[config.mk]
export PLATFORM = sky130hd
export DESIGN_NAME = fpDivTop
export DESIGN_NICKNAME = d
export VERILOG_FILES = /design/src/hdl/fpFormatPkg.sv /design/src/hdl/divCtrlPkg.sv /design/src/hdl/divOperandLatch.sv /design/src/hdl/divSequencer.sv /design/src/hdl/divIterationStage.sv /design/src/hdl/divQuotientAcc.sv /design/src/hdl/fpDivTop.sv
export SDC_FILE = /design/constraint.sdc
export NUM_CORES = 1
export LEC_CHECK = 0
export BUFFER_PORTS_ARGS = -buffer_cell sky130_fd_sc_hd__buf_2
export CORE_MARGIN = 3
export CORE_UTILIZATION = 24
export DETAILED_ROUTE_END_ITERATION = 8
export HOLD_SLACK_MARGIN = 0.08
export PLACE_DENSITY = 0.43
export SYNTH_ARGS = -nofsm -noshare
export SYNTH_HDL_FRONTEND = slang
export SYNTH_SLANG_ARGS = --single-unit
[constraint.sdc]
create_clock -name Clk_CI -period 23.2 [get_ports Clk_CI]
set_input_delay 3.48 -clock Clk_CI [delete_from_list [all_inputs] [get_ports Clk_CI]]
set_output_delay 3.48 -clock Clk_CI [all_outputs]
set_load 0.01 [all_outputs]
[src/hdl/fpFormatPkg.sv]
//////////////////////////////////////////////////
// fpFormatPkg
// single-precision operand format for the divider
// with widths, exponent bias and operand/result structs
//////////////////////////////////////////////////

package fpFormatPkg;

  localparam int MantBits = 23;   // stored fraction bits
  localparam int ExpBits  = 8;
  localparam int ExpBias  = 127;

  // mantissa including the hidden bit
  typedef logic [MantBits:0] mantT;

  // biased exponent as stored
  typedef logic [ExpBits-1:0] expT;

  // exponent before normalization, may leave the biased range
  typedef logic signed [ExpBits+1:0] preExpT;

  // unpacked operand
  typedef struct packed {
    expT  expo;
    mantT mant;
  } fpOperandT;

  // divider result before normalization
  typedef struct packed {
    mantT   mant;
    preExpT expo;
  } divResultT;

endpackage

[src/hdl/divCtrlPkg.sv]
//////////////////////////////////////////////////
// divCtrlPkg
// iteration control types of the mantissa divider
// cell count, remainder and per-cycle step
//////////////////////////////////////////////////

package divCtrlPkg;

  import fpFormatPkg::*;

  //////////////////////////////////////////////////
  // iteration sizing
  //////////////////////////////////////////////////

  // add/subtract cells evaluated per clock
  localparam int CellsPerCycleDef = 4;

  // quotient bits per division, one per cell pass
  localparam int QuotBits = MantBits + 1;

  //////////////////////////////////////////////////
  // datapath types
  //////////////////////////////////////////////////

  // signed partial remainder, one bit above the mantissa
  typedef logic [MantBits+1:0] remT;

  // what one clock of iteration hands on
  typedef struct packed {
    remT                         rem;    // remainder after the last cell
    logic [CellsPerCycleDef-1:0] qBits;  // earliest bit in the msb
  } stepT;

endpackage

[src/hdl/divOperandLatch.sv]
//////////////////////////////////////////////////
// divOperandLatch
// holds both mantissas and the result exponent
// from an accepted start until the next one
//////////////////////////////////////////////////

`timescale 1ns/1ps

module divOperandLatch
  import fpFormatPkg::*;
(
  input  logic      Clk_CI,
  input  logic      Rst_RBI,
  input  logic      start,
  input  logic      accept,
  input  fpOperandT num,
  input  fpOperandT den,
  output mantT      numLat,
  output mantT      denLat,
  output preExpT    expo
);

  logic   take;
  preExpT expoNext;

  assign take = start & accept;

  // numExp - denExp + bias in 10 bit signed
  assign expoNext = preExpT'({2'b00, num.expo})
                  - preExpT'({2'b00, den.expo})
                  + preExpT'(ExpBias);

  //////////////////////////////////////////////////
  // operand capture
  //////////////////////////////////////////////////

  always_ff @(posedge Clk_CI)
  begin
    if (take)
    begin
      numLat <= num.mant;
      denLat <= den.mant;
    end
  end

  always_ff @(posedge Clk_CI, negedge Rst_RBI)
  begin
    if (~Rst_RBI)
    begin
      expo <= '0;
    end
    else if (take)
    begin
      expo <= expoNext;   // valid from the cycle after start
    end
  end

endmodule

[src/hdl/divSequencer.sv]
//////////////////////////////////////////////////
// divSequencer
// start delay, iteration counter and the
// ready/done handshake of the divider
//////////////////////////////////////////////////

`timescale 1ns/1ps

module divSequencer
  import divCtrlPkg::*;
#(
  parameter int CellsPerCycle = CellsPerCycleDef
)
(
  input  logic Clk_CI,
  input  logic Rst_RBI,
  input  logic start,
  output logic load,
  output logic iterate,
  output logic ready,
  output logic done
);

  localparam int IterCount = QuotBits / CellsPerCycle;
  localparam int CntW      = (IterCount > 1) ? $clog2(IterCount) : 1;

  logic [CntW-1:0] iterCnt;
  logic            accepted;
  logic            lastIter;

  assign accepted = start & ready;   // starts while busy are dropped
  assign lastIter = iterate & (iterCnt == CntW'(IterCount - 1));

  //////////////////////////////////////////////////
  // start delay and iteration window
  //////////////////////////////////////////////////

  always_ff @(posedge Clk_CI, negedge Rst_RBI)
  begin
    if (~Rst_RBI)
    begin
      load    <= 1'b0;
      iterate <= 1'b0;
    end
    else
    begin
      load <= accepted;   // first iteration cycle
      if (accepted)
        iterate <= 1'b1;
      else if (lastIter)
        iterate <= 1'b0;
    end
  end

  // counts iteration cycles, back to zero after the last
  always_ff @(posedge Clk_CI, negedge Rst_RBI)
  begin
    if (~Rst_RBI)
      iterCnt <= '0;
    else if (lastIter)
      iterCnt <= '0;
    else if (iterate)
      iterCnt <= iterCnt + 1'b1;
  end

  //////////////////////////////////////////////////
  // handshake
  //////////////////////////////////////////////////

  always_ff @(posedge Clk_CI, negedge Rst_RBI)
  begin
    if (~Rst_RBI)
    begin
      done  <= 1'b0;
      ready <= 1'b1;
    end
    else
    begin
      done <= lastIter;   // single cycle pulse
      if (lastIter)
        ready <= 1'b1;
      else if (accepted)
        ready <= 1'b0;
    end
  end

endmodule

[src/hdl/divIterationStage.sv]
//////////////////////////////////////////////////
// divIterationStage
// chain of non-restoring add/subtract cells
// giving CellsPerCycle quotient bits per clock
//////////////////////////////////////////////////

`timescale 1ns/1ps

module divIterationStage
  import fpFormatPkg::*;
  import divCtrlPkg::*;
#(
  parameter int CellsPerCycle = CellsPerCycleDef
)
(
  input  logic load,
  input  mantT numLat,
  input  mantT denLat,
  input  stepT stepIn,
  output stepT stepOut
);

  localparam int RemW = $bits(remT);

  remT                         denPos;
  remT                         denNeg;   // ones complement
  remT                         cellA   [CellsPerCycle];
  remT                         cellB   [CellsPerCycle];
  remT                         cellSum [CellsPerCycle];
  logic [CellsPerCycle-1:0]    cellSub;
  logic [CellsPerCycle-1:0]    cellCarry;
  logic [CellsPerCycleDef-1:0] qBits;

  assign denPos = {1'b0, denLat};
  assign denNeg = ~denPos;

  // under load the numerator enters unshifted and is reduced by den
  assign cellA[0]   = load ? {1'b0, numLat} : {stepIn.rem[RemW-2:0], 1'b0};
  assign cellSub[0] = load | stepIn.qBits[0];

  for (genvar k = 0; k < CellsPerCycle; k++)
  begin : gCell
    if (k > 0)
    begin : gChain
      assign cellA[k]   = {cellSum[k-1][RemW-2:0], 1'b0};
      assign cellSub[k] = cellCarry[k-1];   // last bit picks add or sub
    end
    assign cellB[k] = cellSub[k] ? denNeg : denPos;
    // carry out is set when the new remainder is not negative
    assign {cellCarry[k], cellSum[k]} = {1'b0, cellA[k]} + {1'b0, cellB[k]}
                                      + (RemW+1)'(cellSub[k]);
  end

  always_comb
  begin
    qBits = '0;
    for (int k = 0; k < CellsPerCycle; k++)
      qBits[CellsPerCycle-1-k] = cellCarry[k];
  end

  assign stepOut = '{rem: cellSum[CellsPerCycle-1], qBits: qBits};

endmodule

[src/hdl/divQuotientAcc.sv]
//////////////////////////////////////////////////
// divQuotientAcc
// partial remainder and quotient registers with
// the final quotient correction
//////////////////////////////////////////////////

`timescale 1ns/1ps

module divQuotientAcc
  import fpFormatPkg::*;
  import divCtrlPkg::*;
#(
  parameter int CellsPerCycle = CellsPerCycleDef
)
(
  input  logic Clk_CI,
  input  logic Rst_RBI,
  input  logic iterate,
  input  stepT stepNext,
  output stepT stepCur,
  output mantT mant
);

  localparam int RemW = $bits(remT);

  remT                 remReg;
  logic [QuotBits-1:0] quotReg;
  logic                remNeg;

  //////////////////////////////////////////////////
  // iteration state
  //////////////////////////////////////////////////

  always_ff @(posedge Clk_CI, negedge Rst_RBI)
  begin
    if (~Rst_RBI)
    begin
      remReg  <= '1;
      quotReg <= '0;
    end
    else if (iterate)
    begin
      remReg  <= stepNext.rem;
      // new bits come in at the bottom
      quotReg <= {quotReg[QuotBits-CellsPerCycle-1:0],
                  stepNext.qBits[CellsPerCycle-1:0]};
    end
  end

  // stage needs the remainder and the latest quotient bit
  assign stepCur = '{rem: remReg, qBits: quotReg[CellsPerCycleDef-1:0]};

  //////////////////////////////////////////////////
  // final correction
  //////////////////////////////////////////////////

  assign remNeg = remReg[RemW-1];

  // digits to binary with lsb forced high
  // then one less when the final remainder is negative
  assign mant = {quotReg[QuotBits-1:1], 1'b1} - mantT'(remNeg);

endmodule

[src/hdl/fpDivTop.sv]
//////////////////////////////////////////////////
// fpDivTop
// mantissa/exponent divider before normalization
// non-restoring with several cells per clock
//////////////////////////////////////////////////

`timescale 1ns/1ps

module fpDivTop
  import fpFormatPkg::*;
  import divCtrlPkg::*;
#(
  parameter int CellsPerCycle = CellsPerCycleDef
)
(
  input  logic      Clk_CI,
  input  logic      Rst_RBI,
  input  logic      start,
  input  fpOperandT num,
  input  fpOperandT den,
  output logic      ready,
  output logic      done,
  output divResultT result
);

  mantT   numLat;
  mantT   denLat;
  mantT   mantRes;
  preExpT expoRes;
  logic   load;
  logic   iterate;
  stepT   stepCur;
  stepT   stepNext;

  //////////////////////////////////////////////////
  // operands and control
  //////////////////////////////////////////////////

  divOperandLatch iLatch (
    .Clk_CI  (Clk_CI),
    .Rst_RBI (Rst_RBI),
    .start   (start),
    .accept  (ready),
    .num     (num),
    .den     (den),
    .numLat  (numLat),
    .denLat  (denLat),
    .expo    (expoRes)
  );

  divSequencer #(
    .CellsPerCycle (CellsPerCycle)
  ) iSeq (
    .Clk_CI  (Clk_CI),
    .Rst_RBI (Rst_RBI),
    .start   (start),
    .load    (load),
    .iterate (iterate),
    .ready   (ready),
    .done    (done)
  );

  //////////////////////////////////////////////////
  // mantissa iteration loop
  //////////////////////////////////////////////////

  divIterationStage #(
    .CellsPerCycle (CellsPerCycle)
  ) iStage (
    .load    (load),
    .numLat  (numLat),
    .denLat  (denLat),
    .stepIn  (stepCur),
    .stepOut (stepNext)
  );

  divQuotientAcc #(
    .CellsPerCycle (CellsPerCycle)
  ) iAcc (
    .Clk_CI   (Clk_CI),
    .Rst_RBI  (Rst_RBI),
    .iterate  (iterate),
    .stepNext (stepNext),
    .stepCur  (stepCur),
    .mant     (mantRes)
  );

  assign result = '{mant: mantRes, expo: expoRes};

endmodule

== Word-level counts from Yosys, hierarchy flattened ==
Index checks and enable logic that the tools add are counted.
Storage, ports and cells
  input bits: 67
  memories: 0
  output and inout port bits: 36
  flip-flop bits (word level): 114
  latch bits: 0
  memory bits (writable): 0
  memory bits (read-only): 0
Cells by class
  mux-type cells: 11
  bitwise logic cells: 4
  div/mod/pow operators: 0
  magnitude comparators: 0
  equal/unequal tests: 1
  multipliers: 0
  shift-type cells: 0
  reductions and logical operators: 2
  add/sub/neg operators: 12
Operators with widths (number)
  two-way mux 25 bit: 5
  adder 25 x 25 -> 26 bit: 4
  adder 26 x 1 -> 26 bit: 4
  inverter 24 -> 25 bit: 1
  subtractor 24 x 1 -> 24 bit: 1
  adder 10 x 8 -> 10 bit, second input constant: 1
  subtractor 8 x 8 -> 9 bit: 1
  two-way mux 3 bit: 2
  two-way mux 1 bit: 4
  nonzero test 2 bit: 2
  adder 3 x 1 -> 3 bit, second input constant: 1
  == test 3 bit, second input constant: 1
  AND 1 bit: 2
  OR 1 bit: 1

== Depth between registers and ports, before layout ==
  depth in word-level cells: 13
  depth in mapped cells: 47
  mapped depth without buffers: 41

== By module ==
From an unflattened synthesis, not the netlist that was laid out.
Unflattened totals
  cells, all modules: 1178
  area total of the unflattened synthesis: 11198.2 um2
Modules (own cells, without submodules)
  divIterationStage: cells each 877, area an instance 6478.7 um2, instances 1
  divOperandLatch: cells each 172, area an instance 2508.7 um2, instances 1
  divQuotientAcc: cells each 107, area an instance 1921.8 um2, instances 1
  divSequencer: cells each 22, area an instance 289.0 um2, instances 1

== Least setup slack after synthesis ==
OpenSTA, ideal clock, no wires.
  path type: reg2reg
  start point: register iSeq.load
  end point: register iAcc.remReg[15]
  cell stages (with the launch flop): 44
  data required time: 23.118 ns
  library setup time: 0.082 ns
  arrival time: 9.166 ns
  path buffers: 6
  slack: 13.952 ns
  path through: dfrtp_1 -> buf_4 -> nor2_4 -> buf_1 -> xnor2_1 -> ha_1 -> o21a_1 -> nor2_1 -> nor3b_1 -> a221oi_2 -> o21ba_2 -> o2111ai_1 -> nand2_2 -> buf_4 -> xnor2_1 -> ha_1 -> a211oi_2 -> a221oi_2 -> [... 8 more ...] -> a21o_1 -> a21oi_1 -> o211ai_1 -> a221oi_1 -> o31ai_1 -> a211oi_1 -> buf_2 -> buf_4 -> xnor2_1 -> ha_1 -> or2_2 -> a31oi_1 -> a21oi_1 -> a221o_1 -> a31oi_1 -> o21a_1 -> o41ai_1 -> a211o_1
Between the ends
  word-level cells in the longest chain between the ends: 13
  elaborated cells on any way between the ends: 14
  those cells by class: add/sub: 8; mux: 5; bitwise: 1
RTL lines
  start: declaration: RTL line divSequencer.sv:18  | output logic load,
  start signal: assignment: RTL line divSequencer.sv:47  | load <= accepted;
  OR 1 bit: RTL line divIterationStage.sv:39  | assign cellSub[0] = load | stepIn.qBits[0];
  two-way mux 25 bit: RTL line divIterationStage.sv:48  | assign cellB[k] = cellSub[k] ? denNeg : denPos;
  adder 25 x 25 -> 26 bit: RTL line divIterationStage.sv:50  | assign {cellCarry[k], cellSum[k]} = {1'b0, cellA[k]} + {1'b0, cellB[k]}
  adder 26 x 1 -> 26 bit (*): RTL line divIterationStage.sv:51  | + (RemW+1)'(cellSub[k]);
  two-way mux 25 bit: RTL line divIterationStage.sv:48
  adder 25 x 25 -> 26 bit: RTL line divIterationStage.sv:50
  adder 26 x 1 -> 26 bit (*): RTL line divIterationStage.sv:51
  two-way mux 25 bit: RTL line divIterationStage.sv:48
  adder 25 x 25 -> 26 bit: RTL line divIterationStage.sv:50
  adder 26 x 1 -> 26 bit (*): RTL line divIterationStage.sv:51
  two-way mux 25 bit: RTL line divIterationStage.sv:48
  adder 25 x 25 -> 26 bit: RTL line divIterationStage.sv:50
  adder 26 x 1 -> 26 bit (*): RTL line divIterationStage.sv:51
  end signal: assignment: RTL line divQuotientAcc.sv:43  | remReg <= stepNext.rem;
  end: declaration: RTL line divQuotientAcc.sv:26  | remT remReg;
Every way passes the cells marked *; elsewhere a longest branch is shown, timed or not.
A chain may end at the register's enable or synchronous reset.

==> impl_results.md <==
* Die width at 218 µm
* NumNets Final at 1406
* Max Cap Viol at 0
* Simple-gate portion of the synthesized area at 12.1%
* CTS Buffer Depth at 2
* Iter 0 DRT Violations at 482
* Setup Fix Bufs, Post-CTS at 0
* Startpoint types: flip-flop
* Initial Util at 24.4%
* Reg2reg setup slack at 11.79 ns
* Aggregate global routing overflow at 0
* Fin area at 0.0124 mm²
* Post-synthesis compound-gate area fraction at 19.1%
* Reg2reg end: iAcc.remReg[18]$_DFFE_PN1P_
* Synth Area in XOR/XNOR at 14.5%
* Detail Placement HPWL at 25500 µm
* Synth Net Count at 1343
* Crit path arrival time at 11.79 ns
* Layout cells sized above 1 at 20.5%
* Final clock period utilization by the worst path at 49.2%
* Commonest cells post-synth: xnor2_1 (136), ha_1 (110), a21oi_1 (81)
* Final setup fails at 0
* Final ANT Viol Nets at 0
* Status: finished, final reports clean
* Post-Synthesis Cells at 1161
* Slew Viols, Final at 0
* CP required at 23.58 ns
* Gp weighted congestion at 0.861
* Initial antenna violation count at 0
* Clock skew at 0.0128 ns
* Top_reg_cell synth: edfxtp_1
* Die area at 0.0477 mm²
* ANT cells at 0
* Fin util at 27.9%
* Reg-to-Reg Start: iSeq.load$_DFF_PN0_
* I/O Pins at 103
* Total Routing Usage GR at 14.0%
* Pre-antenna DRT Iters at 5
* Cell taking the most area after synthesis: edfxtp_1
* CTS buffer count at 17
* Crit-path slowest cell: nor2_4
* Post-synthesis area per instance at 9.33 µm²
* Drt total wl at 32500 µm
* Pre-CTS WS at 11.84 ns
* RSZ-0062 raised after global routing: no
* Worst Tran Pin Value at 0.959 ns
* CTS Root Cell: clkbuf_16
* Remaining DRCs at 0
* CTS tree: built
* Cell Rows at 77
* Number of global-route vias before repair at 8771
* R2r worst-path depth at 43
* Async SR Flop Fraction at 57.9%
* Critical Path Max Stage Delay at 0.79 ns
* Number of fill cells at 4735
* Htree depth at 4
* CTS Hold Buffers Added at 0
* Core Area at 0.0444 mm²
* Hold depth at 1
* Syn. warnings at 0
* Hold Crit Start: iSeq.iterCnt[2]$_DFFE_PN0P_
* Placed cell areas at 0.0118 mm²
* Critical path type: flip-flop to flip-flop
* Clk slew on worst S/H paths at 0.06 ns
* Tmin final at 11.41 ns
* Sequential area share after synthesis at 28.8%
* Worst min path class: flip-flop to flip-flop
* Pin count of the biggest net entering global routing at 68
* CTS Sinks at 114
* Post-Syn Area at 0.0108 mm²
* Post-synth EDFFs at 48
* Setup TNS at 0 ns
* Vias post-DR at 8660
* First-pass GRT wire length at 51000 µm
* Min-Delay Endpoint: iSeq.iterCnt[2]$_DFFE_PN0P_
* Per-cell routed wire length at 17.8 µm
* Largest cells by area after synthesis: edfxtp_1 (13%), ha_1 (13%), xnor2_1 (11%)
* Clock Latency Late Sink at 0.45 ns
* Die H at 218 µm
* PortBufs at 102
* Yosys cell types at 81
* P&R area growth vs syn at 14.3%
* Synthesized flop and latch total at 114
* Slew HR at 35.9%
* Vias/cell at 4.73
* Adder-cell share of the synthesized area at 13.6%
* Top-count cell post-synth: xnor2_1
* Largest family of logic cells by synthesized area: compound AO/OA/AOI/OAI gates
* Mux contribution to synthesized area at 6.43%
* Area share of the largest cell type after synthesis at 13.3%
* Max Fclk at 0.0876 GHz
* Hold Fails Final Rpt at 0
* # resized after CTS at 0
* Crit. End Element: flip-flop
* Final WS setup at 11.79 ns
* Crit-path max FO at 29
## logic make-up (layout without fill, tap and decap cells)
kind of cell,Yosys count,after routing
AO/OA/AOI/OAI,314,314
XOR/XNOR,179,179
adder cells (fa/ha/maj),115,115
buffers and inverters,115,191
flip-flops,114,114
multiplexers,62,62
AND/OR/NAND/NOR,262,262
## state kept, by name, summed over array words and instances (netlist names)
signal and cells:
iSeq.ready 1, iAcc.remReg 25, iSeq.done 1, iLatch.denLat 24, iSeq.load 1, iSeq.iterCnt 3, iLatch.numLat 24, iAcc.quotReg 24
iSeq.iterate 1, iLatch.expo 10
## how the worst max path moves through the flow
stage	from	to	slack [ns]	cells after the start
2_1_floorplan	iSeq.load$_DFF_PN0_	iAcc.remReg[15]$_DFFE_PN1P_	13.95	43
3_3_place_gp	iSeq.load$_DFF_PN0_	iAcc.remReg[18]$_DFFE_PN1P_	12.22	43
3_5_place_dp	iSeq.load$_DFF_PN0_	iAcc.remReg[18]$_DFFE_PN1P_	11.84	43
4_1_cts	iSeq.load$_DFF_PN0_	iAcc.remReg[18]$_DFFE_PN1P_	11.75	43
5_1_grt	iSeq.load$_DFF_PN0_	iAcc.remReg[18]$_DFFE_PN1P_	10.72	43
6_report	iSeq.load$_DFF_PN0_	iAcc.remReg[18]$_DFFE_PN1P_	11.79	43
## worst max-delay path: cells and delay by family, from the launching register on
| family | cells | cell delay, ns |
|---|---|---|
| XOR/XNOR | 4 | 0.78 |
| multiplexers | 1 | 0.27 |
| buffers and inverters | 6 | 1.48 |
| AND/OR/NAND/NOR | 8 | 2.53 |
| AO/OA/AOI/OAI | 19 | 4.34 |
| flip-flops | 1 | 0.35 |
| adder cells (fa/ha/maj) | 5 | 1.52 |
## metal layers
layer	GRT usage, %	vias up	share of wire (%)
met5	0	-	0
met4	4.52	0	2.3
met3	2.53	37	3.3
met2	24.3	182	49
met1	17.4	4121	45
li1	-	4320	-
## through the flow
step           instances  hold slack (ns)
4_1_cts             1829            0.489
3_3_place_gp        1797            0.461
3_5_place_dp        1797            0.475
5_1_grt             1829            0.514
6_report            1829            0.484
2_1_floorplan       1161            0.449
## cell type report
type	count	area [µm²]	area share (%)
clock buffer	18	450	3.64
clock inverter	14	170	1.37
inverter	51	191	1.55
multi-input combinational	932	7150	57.7
sequential	114	3130	25.2
tap	592	741	5.98
timing repair buffer	108	558	4.51
## cells in the final DEF, fill, tap and decap left out, types with 20 or more instances in the layout
cell type    n
a21o_1      34
a21oi_1     81
buf_2      101
dfrtp_1     39
dfstp_2     26
edfxtp_1    48
ha_1       110
inv_1       50
mux2_2      61
nand2_1     54
nand2b_1    20
nand3_1     21
nor2_1      77
o21ai_0     67
xnor2_1    136
xor2_1      43
Power is not shown: default switching activity piles up to over one toggle a cycle in this logic, so the estimate is an artifact.
